**config.mk**
```make
export PLATFORM = sky130hd
export DESIGN_NAME = branch_stack
export DESIGN_NICKNAME = d
export VERILOG_FILES = /design/src/verilog/bs_pkg.sv /design/src/verilog/br_mask_ctrl.sv /design/src/verilog/br_rc_select.sv /design/src/verilog/br_stack_ent.sv /design/src/verilog/branch_stack.sv
export SDC_FILE = /design/constraint.sdc
export NUM_CORES = 1
export LEC_CHECK = 0
export ABC_AREA = 1
export BUFFER_PORTS_ARGS = -buffer_cell sky130_fd_sc_hd__buf_2
export CAP_MARGIN = 30
export CORE_MARGIN = 10
export CORE_UTILIZATION = 25
export DETAILED_ROUTE_END_ITERATION = 12
export GPL_TIMING_DRIVEN = 0
export PLACE_DENSITY_LB_ADDON = 0.08
export SYNTH_ARGS = -nofsm -noshare
export SYNTH_HDL_FRONTEND = slang
export SYNTH_SLANG_ARGS = --single-unit
```
**constraint.sdc**
```tcl
create_clock -name clk -period 4.23 [get_ports clk]
set_input_delay 0.423 -clock clk [delete_from_list [all_inputs] [get_ports clk]]
set_output_delay 0.423 -clock clk [all_outputs]
set_load 0.1 [all_outputs]
```
**src/verilog/bs_pkg.sv**
```systemverilog
/*
 * Branch stack package.
 * Sizes, resolve state encoding and the packed types for the saved
 * checkpoint and the resolved-branch record.
 */

`default_nettype none

package bs_pkg;

	// Sizes.
	localparam int BR_MASK_W = 4;	// Branches in flight, one mask bit each.
	localparam int MT_NUM    = 8;	// Architectural registers in the map table.
	localparam int PRF_IDX_W = 5;	// Physical register tag width.
	localparam int FL_PTR_W  = 4;	// Free-list pointer, wrap bit sits above it.
	localparam int SQ_IDX_W  = 3;	// Store-queue index, wrap bit sits above it.

	// Resolve state coming from the ROB.
	typedef enum logic [1:0] {
		BR_NONE    = 2'd0,	// Nothing resolved this cycle.
		BR_CORRECT = 2'd1,	// Prediction held.
		BR_WRONG   = 2'd2	// Mispredict, recover.
	} br_state_e;

	// One map table entry.
	typedef struct packed {
		logic [PRF_IDX_W-1:0] tag;	// Physical register.
		logic                 rdy;	// Value already on the CDB.
	} map_ent_t;

	// Saved machine state for one branch, 57 bits.
	typedef struct packed {
		map_ent_t [MT_NUM-1:0] mt;		// Whole map table.
		logic [FL_PTR_W:0]     fl_head;	// Free-list head with wrap bit.
		logic [SQ_IDX_W:0]     sq_tail;	// Store-queue tail with wrap bit.
	} ckpt_t;

	// Resolved branch record, 10 bits.
	// The one-hot field is br_bit since bit is a reserved word.
	typedef struct packed {
		br_state_e            state;	// NONE, CORRECT or WRONG.
		logic [BR_MASK_W-1:0] br_bit;	// Branch's own one-hot mask bit.
		logic [BR_MASK_W-1:0] dep_mask;	// Mask seen at dispatch, own bit excluded.
	} br_rslv_t;

endpackage

`default_nettype wire
```
**src/verilog/br_mask_ctrl.sv**
```systemverilog
/*
 * Branch mask controller.
 * Keeps the mask of branches in flight, picks the lowest free bit
 * for a dispatched conditional branch and flags the stack full.
 */

`timescale 1ns/10ps
`default_nettype none

module br_mask_ctrl (
	input  wire logic                         clk,
	input  wire logic                         rst_n_i,
	input  wire logic                         is_br_i,		// Dispatch strobe.
	input  wire logic                         is_cond_i,	// Only conditional branches count.
	input  wire bs_pkg::br_rslv_t             rslv_i,		// Resolve from the ROB.
	output logic      [bs_pkg::BR_MASK_W-1:0] br_mask_o,	// Current mask.
	output logic      [bs_pkg::BR_MASK_W-1:0] alloc_bit_o,	// Bit offered to dispatch.
	output logic                              alloc_o,		// Dispatch accepted.
	output logic                              full_o		// All bits taken.
);

	logic [bs_pkg::BR_MASK_W-1:0] mask_q;
	logic [bs_pkg::BR_MASK_W-1:0] mask_clr;	// Mask after a correct clear.
	logic [bs_pkg::BR_MASK_W-1:0] mask_d;
	logic                         rslv_ok;
	logic                         rslv_bad;

	assign rslv_ok  = (rslv_i.state == bs_pkg::BR_CORRECT);
	assign rslv_bad = (rslv_i.state == bs_pkg::BR_WRONG);

	// A correct resolve frees its bit in the same cycle.
	assign mask_clr = rslv_ok ? (mask_q & ~rslv_i.br_bit) : mask_q;

	// Lowest zero bit, low to high.
	always_comb begin
		logic found;
		found       = 1'b0;
		alloc_bit_o = '0;
		for (int i = 0; i < bs_pkg::BR_MASK_W; i++) begin
			if (!mask_clr[i] && !found) begin
				alloc_bit_o[i] = 1'b1;
				found          = 1'b1;
			end
		end
	end

	assign full_o = &mask_q;	// Registered, so it trails the edge by a cycle.

	// Unconditional branches never take a bit.
	// No dispatch is taken while a mispredict is being recovered.
	assign alloc_o = is_br_i & is_cond_i & ~full_o & ~rslv_bad;

	// Wrong override first, then correct clear, then allocation.
	always_comb begin
		if (rslv_bad) begin
			mask_d = rslv_i.dep_mask;	// Roll back to the branch's view.
		end else if (alloc_o) begin
			mask_d = mask_clr | alloc_bit_o;
		end else begin
			mask_d = mask_clr;
		end
	end

	always_ff @(posedge clk) begin
		if (!rst_n_i) begin
			mask_q <= '0;	// Nothing in flight.
		end else begin
			mask_q <= mask_d;
		end
	end

	assign br_mask_o = mask_q;

endmodule

`default_nettype wire

```
**src/verilog/br_rc_select.sv**
```systemverilog
/*
 * Recovery selector.
 * On a mispredict, drives out the checkpoint of the resolving
 * branch's slot with zero latency; drives zeros otherwise.
 */

`timescale 1ns/10ps
`default_nettype none

module br_rc_select (
	input  wire bs_pkg::br_rslv_t                        rslv_i,
	input  wire bs_pkg::ckpt_t [bs_pkg::BR_MASK_W-1:0]   slot_ckpt_i,	// Every slot's copy.
	output logic                                         rc_vld_o,		// Recover now.
	output bs_pkg::ckpt_t                                rc_ckpt_o		// State to restore.
);

	always_comb begin
		rc_vld_o  = 1'b0;
		rc_ckpt_o = '0;	// Quiet when not recovering.
		if (rslv_i.state == bs_pkg::BR_WRONG) begin
			rc_vld_o = 1'b1;
			// br_bit is one-hot, so one slot matches.
			for (int i = 0; i < bs_pkg::BR_MASK_W; i++) begin
				if (rslv_i.br_bit[i]) begin
					rc_ckpt_o = slot_ckpt_i[i];
				end
			end
		end
	end

endmodule

`default_nettype wire

```
**src/verilog/br_stack_ent.sv**
```systemverilog
/*
 * Branch checkpoint slot.
 * Captures the map table and queue pointers on allocation, keeps the
 * saved ready bits current from the CDB and drops out when squashed.
 */

`timescale 1ns/10ps
`default_nettype none

module br_stack_ent (
	input  wire logic                         clk,
	input  wire logic                         rst_n_i,
	input  wire logic                         sel_i,		// This slot's bit of the alloc bit.
	input  wire logic                         alloc_i,		// Dispatch accepted.
	input  wire bs_pkg::br_rslv_t             rslv_i,		// Resolve, seen from this slot.
	input  wire bs_pkg::ckpt_t                bak_ckpt_i,	// State to save.
	input  wire logic                         cdb_vld_i,
	input  wire logic [bs_pkg::PRF_IDX_W-1:0] cdb_tag_i,
	output bs_pkg::ckpt_t                     ckpt_o		// Saved state.
);

	// The resolve view keeps only this slot's bit in br_bit and
	// forces every other dep_mask bit to one.

	logic          vld_q;
	logic          cap;			// Capture this cycle.
	logic          own_done;	// Own branch resolved.
	logic          squash;
	bs_pkg::ckpt_t ckpt_q;
	bs_pkg::ckpt_t ckpt_d;

	assign cap      = alloc_i & sel_i;
	assign own_done = (rslv_i.state != bs_pkg::BR_NONE) & (|rslv_i.br_bit);

	// An older mispredict whose dep_mask lacks this bit kills it too.
	assign squash = own_done |
		((rslv_i.state == bs_pkg::BR_WRONG) & ~(&rslv_i.dep_mask));

	always_ff @(posedge clk) begin
		if (!rst_n_i) begin
			vld_q <= 1'b0;
		end else if (cap) begin
			vld_q <= 1'b1;	// Wins over a same-cycle correct clear of the bit.
		end else if (squash) begin
			vld_q <= 1'b0;
		end
	end

	// Fresh data when capturing, else the held copy.
	// A CDB hit marks the matching entries ready either way.
	always_comb begin
		ckpt_d = cap ? bak_ckpt_i : ckpt_q;
		if (cdb_vld_i) begin
			for (int e = 0; e < bs_pkg::MT_NUM; e++) begin
				if (ckpt_d.mt[e].tag == cdb_tag_i) begin
					ckpt_d.mt[e].rdy = 1'b1;
				end
			end
		end
	end

	// Payload only moves while the slot is live or loading.
	always_ff @(posedge clk) begin
		if (cap || vld_q) begin
			ckpt_q <= ckpt_d;
		end
	end

	assign ckpt_o = ckpt_q;	// State as of the last edge.

endmodule

`default_nettype wire

```
**src/verilog/branch_stack.sv**
```systemverilog
/*
 * Branch checkpoint stack.
 * Mask controller hands out branch bits, one slot per bit holds the
 * saved checkpoint and the selector presents it on a mispredict.
 */

`timescale 1ns/10ps
`default_nettype none

module branch_stack (
	input  wire logic                         clk,
	input  wire logic                         rst_n_i,
	input  wire logic                         is_br_i,		// Dispatch strobe.
	input  wire logic                         is_cond_i,
	input  wire bs_pkg::ckpt_t                bak_ckpt_i,	// Map table, FL head, SQ tail.
	input  wire bs_pkg::br_rslv_t             rslv_i,		// From the ROB.
	input  wire logic                         cdb_vld_i,
	input  wire logic [bs_pkg::PRF_IDX_W-1:0] cdb_tag_i,
	output logic      [bs_pkg::BR_MASK_W-1:0] br_mask_o,	// Dependency mask for dispatch.
	output logic      [bs_pkg::BR_MASK_W-1:0] alloc_bit_o,	// New branch's tag.
	output logic                              full_o,		// Stall dispatch.
	output logic                              rc_vld_o,
	output bs_pkg::ckpt_t                     rc_ckpt_o
);

	logic                                      alloc;
	bs_pkg::br_rslv_t [bs_pkg::BR_MASK_W-1:0] slot_rslv;	// Per-slot resolve view.
	bs_pkg::ckpt_t    [bs_pkg::BR_MASK_W-1:0] slot_ckpt;

	br_mask_ctrl mask_ctrl0 (
		.clk        (clk),
		.rst_n_i    (rst_n_i),
		.is_br_i    (is_br_i),
		.is_cond_i  (is_cond_i),
		.rslv_i     (rslv_i),
		.br_mask_o  (br_mask_o),
		.alloc_bit_o(alloc_bit_o),
		.alloc_o    (alloc),
		.full_o     (full_o)
	);

	// One slot per mask bit.
	for (genvar i = 0; i < bs_pkg::BR_MASK_W; i++) begin : g_ent
		logic [bs_pkg::BR_MASK_W-1:0] own;	// This slot's bit.

		// Slot sees only its own bit of the resolve.
		always_comb begin
			own                    = '0;
			own[i]                 = 1'b1;
			slot_rslv[i]           = rslv_i;
			slot_rslv[i].br_bit    = rslv_i.br_bit & own;
			slot_rslv[i].dep_mask  = rslv_i.dep_mask | ~own;
		end

		br_stack_ent ent (
			.clk       (clk),
			.rst_n_i   (rst_n_i),
			.sel_i     (alloc_bit_o[i]),
			.alloc_i   (alloc),
			.rslv_i    (slot_rslv[i]),
			.bak_ckpt_i(bak_ckpt_i),
			.cdb_vld_i (cdb_vld_i),
			.cdb_tag_i (cdb_tag_i),
			.ckpt_o    (slot_ckpt[i])
		);
	end

	br_rc_select rc_sel0 (
		.rslv_i     (rslv_i),
		.slot_ckpt_i(slot_ckpt),
		.rc_vld_o   (rc_vld_o),
		.rc_ckpt_o  (rc_ckpt_o)
	);

endmodule

`default_nettype wire

```
After elaboration in Yosys (flattened, before gate mapping). Index checks and enable logic that the tools add are counted.

Register bits after elaboration: 236. Bits of input ports: 77. Output and inout port bits: 67. Logic and storage cells: 252.

Eq/ne operators: 34. Multiplexer cells: 91. Bitwise gates (word level): 28. Reduce and logical (&&, ||, !) cells: 22.

Operators by type and width (number): 57-bit 2-to-1 mux (9); 5-bit == test (32); 1-bit 2-to-1 mux (79); 1-bit bitwise AND (15); 4-bit 2-to-1 mux (3); 2-bit nonzero test (5); 2-bit AND reduction (4); 1-bit inverter (6); 1-bit zero test (5); 4-bit bitwise AND (1); 1-bit logical OR (4); 4-bit inverter (1); 1-bit OR (4); 4-bit OR (1); 4-bit AND reduction (1); 1-bit logical AND (3); 2-bit by 1-bit == test with 1-bit output, second input constant (1); 2-bit == test, second input constant (1).

Depth between registers and ports, before layout.
Depth in word-level cells: 17. Mapped depth: 15. Gate-level depth less buffers: 13.

Modules after synthesis. A second synthesis with hierarchy kept.

Cells, all modules: 2536. Area total of the unflattened synthesis: 17184.0 um^2.

Modules (own cells, without submodules): br_stack_ent (times used 4, cells each 494, area each 3649.8 um^2, sequential area each 1731.7 um^2); br_rc_select (times used 1, cells each 509, area each 2243.4 um^2, sequential area each 0.0 um^2); br_mask_ctrl (times used 1, cells each 49, area each 334.1 um^2, sequential area each 80.1 um^2); branch_stack (times used 1, cells each 2, area each 7.5 um^2, sequential area each 0.0 um^2).

Least setup slack after synthesis. No wires, ideal clock.

Kind: input to output. From: input port rslv_i[9] in the netlist's numbering. To: output port rc_ckpt_o[47] in the netlist's numbering. Arrival time: 3.676 ns. Required time: 3.807 ns. Slack: 0.131 ns. Cell stages on the path: 6. Path buffers: 2. Cells stage by stage: inv_1 -> nor2_4 -> clkbuf_1 -> clkbuf_1 -> o21ai_0 -> a21oi_1.

RTL lines: start: declaration (RTL line branch_stack.sv:16) `input wire bs_pkg::br_rslv_t rslv_i,`; end: declaration (RTL line branch_stack.sv:23) `output bs_pkg::ckpt_t rc_ckpt_o`.

==> impl_metrics.env <==
export IMPL_status="complete, no violations"
export IMPL_synth_compound_area_share_pct=11.0
export IMPL_critPathCaptureType="output pin"
export IMPL_clock_latency_ns=0.56
export IMPL_fp_dieH_um=269
export IMPL_portBuffers=136
export IMPL_vias_per_cell=5.30
export IMPL_cts_root_buf="clkbuf_16"
export IMPL_antenna_found_initial=3
export IMPL_synthDominantCellAreaShare_pct=44.0
export IMPL_grt_overflow=0
export IMPL_fin_crit_ns=3.71
export IMPL_max_freq_ghz=0.270
export IMPL_routed_wl_mm=92.3
export IMPL_hp_class="in -> reg"
export IMPL_drv_cap=0
export IMPL_yosys_top_cells_area="edfxtp_1 (44%), nand2_1 (16%), nand3_1 (8.0%), o21ai_0 (6.0%), inv_1 (4.7%)"
export IMPL_cts_resized=0
export IMPL_holdBufCountCts=0
export IMPL_wl_per_cell_um=29.1
export IMPL_clk_pin_slew_worst_paths_ns=0.06
export IMPL_multi_input_area_mm2=0.00711
export IMPL_cp_data_required_time_ns=3.81
export IMPL_first_iter_violations=1755
export IMPL_synthSimpleGateAreaFrac_pct=33.2
export IMPL_muxShareOfSynthArea_pct=1.54
export IMPL_drtPass1Iterations=7
export IMPL_synthAdderAreaFrac_pct=0
export IMPL_cts_sinks=236
export IMPL_power_density_mw_per_mm2=370
export IMPL_synth_area_leader_cell="edfxtp_1"
export IMPL_syn_area_mm2=0.0155
export IMPL_start_util_pct=25.2
export IMPL_grt_max_degree=49
export IMPL_vias=16800
export IMPL_synth_warnings=0
export IMPL_postSynthAreaPerCell_um2=7.27
export IMPL_die_w_um=269
export IMPL_gp_congestion=0.961
export IMPL_clock_skew_ns=0.0161
export IMPL_dieArea_mm2=0.0726
export IMPL_nFillCells=6871
export IMPL_clockBufferDepth=3
export IMPL_io_pins=144
export IMPL_drive_above_1_share_pct=11.0
export IMPL_p_leak_nw=8.36
export IMPL_finalNetCount=2392
export IMPL_worst_setup_path_type="in -> out"
export IMPL_worstPathMaxFanout=10
export IMPL_cts_tree="yes"
export IMPL_syn_to_final_growth_pct=18.2
export IMPL_ys_types=29
export IMPL_start_kind="input pin"
export IMPL_slew_headroom_pct=24.9
export IMPL_final_hold_viol_count=0
export IMPL_synth_top_family_by_area="simple AND/OR/NAND/NOR gates"
export IMPL_first_global_vias=15800
export IMPL_synth_cells=2139
export IMPL_cts_htree_levels=2
export IMPL_worst_slew_pin_slew_ns=1.13
export IMPL_cts_inserted_buffers=34
export IMPL_fp_row_count=91
export IMPL_dpl_hpwl_mm=71.4
export IMPL_ys_seq_area_share_pct=45.1
export IMPL_final_core_util_pct=29.8
export IMPL_final_setup_viol_count=0
export IMPL_syn_nets=2216
export IMPL_rsz0062_at_grt="false"
export IMPL_ant_nets=0
export IMPL_grt_usage_pct=24.2
export IMPL_synth_seq_cells=236
export IMPL_slew_violations=0
export IMPL_p_total_mw=6.80
export IMPL_vdd_drop_max_v=0.000203
export IMPL_post_cts_buffers=0
export IMPL_core_area_mm2=0.0616
export IMPL_cp_arrival_ns=3.28
export IMPL_grt_pass1_wl_mm=125
export IMPL_timing_final_crit_share_pct=87.6
export IMPL_seqCellArea_mm2=0.00701
export IMPL_synth_xor_area_share_pct=0
export IMPL_drc=0
metal layers:
layer / up-vias / global-route usage [%] / share of wire (%)
li1: 7607 / - / -
met2: 716 / 39.2 / 46
met1: 8374 / 32.3 / 44
met4: 2 / 8.97 / 3.8
met5: - / 0 / 0.0097
met3: 124 / 3.38 / 6.3
per-stage QoR:
stage / instances / hold slack (ns) / TNS, ns / setup slack, ns / instance area, um^2
after floorplan: 2139 / 0.459 / 0 / 0.131 / 15500
after global placement: 3112 / 0.469 / -41.06 / -0.862 / 17300
after detailed placement: 3115 / 0.481 / 0 / 0.326 / 17300
after CTS: 3175 / 0.0616 / 0 / 0.608 / 18400
after global routing: 3176 / 0.0705 / 0 / 0.513 / 18400
final: 3177 / 0.0802 / 0 / 0.524 / 18400
critical path, stage by stage:
cell and delay [ns]:
buf_2 0.18, inv_1 0.16, nand2_1 0.30, clkbuf_1 0.45, o21ai_0 0.79, o21ai_0 0.29
a21oi_1 0.20, buf_2 0.45
final cells by class:
cell class	instances	area share (%)
multi-input combinational	1543	38.7
timing repair buffer	140	4.09
antenna	1	0.0136
tap	837	5.70
buffer	162	3.81
inverter	198	4.04
clock buffer	45	5.07
sequential	236	38.1
clock inverter	15	0.470
path summary, 6_finish.rpt:
path,cells past startpoint,to,slack [ns],start
setup / recovery,8,rc_ckpt_o[27],0.52,rslv_i[5]
hold / removal,1,g_ent[3].ent.ckpt_o[5]$_DFFE_PP_,0.08,bak_ckpt_i[5]
hold reg to reg,2,g_ent[2].ent.vld_q$_SDFFE_PN0P_,0.49,g_ent[2].ent.vld_q$_SDFFE_PN0P_
setup reg to reg,9,g_ent[1].ent.ckpt_o[40]$_DFFE_PN_,0.66,mask_ctrl0.br_mask_o[0]$_SDFF_PN0_
where the power goes:
| part | switching (mW) | internal, mW |
|---|---|---|
| logic | 1.10 | 0.245 |
| clock network | 1.24 | 1.55 |
| registers | 0.0261 | 2.63 |
state kept, by name, indices dropped and copies added (netlist names):
name and cells:
mask_ctrl0.br_mask_o 4, g_ent.ent.ckpt_o 228, g_ent.ent.vld_q 4
kinds of logic after synthesis:
family	count (synthesis)
and+or+nand+nor	1193
muxes	24
buffers and inverters	360
AOI/OAI and AO/OA	326
DFF	236
placed cells by master, fill, tap and decap left out, types with 6 or more instances in the layout:
cell	count
mux2i_1	24
buf_2	174
o21ai_1	8
o21ai_0	187
clkinv_1	6
buf_1	23
buf_4	10
dfxtp_1	8
o221ai_1	15
nand2_1	665
clkbuf_1	97
a21oi_1	108
clkinv_2	6
nor2_1	146
nand3_1	249
edfxtp_1	228
inv_1	195
nand4_1	115
clkbuf_16	34
cells in the mapped netlist, drive strengths merged:
library cell  instances
a21oi               108
buf                  72
nor2                151
nand4               115
o22ai                 4
or2                   4
inv                 198
o221ai               15
mux2i                24
dfxtp                 8
nor3                  2
edfxtp              228
nand2               669
nand3               252
clkbuf               90
o21bai                1
o21ai               195
a31oi                 3
Note: power is estimated with default switching activity, not from simulation.
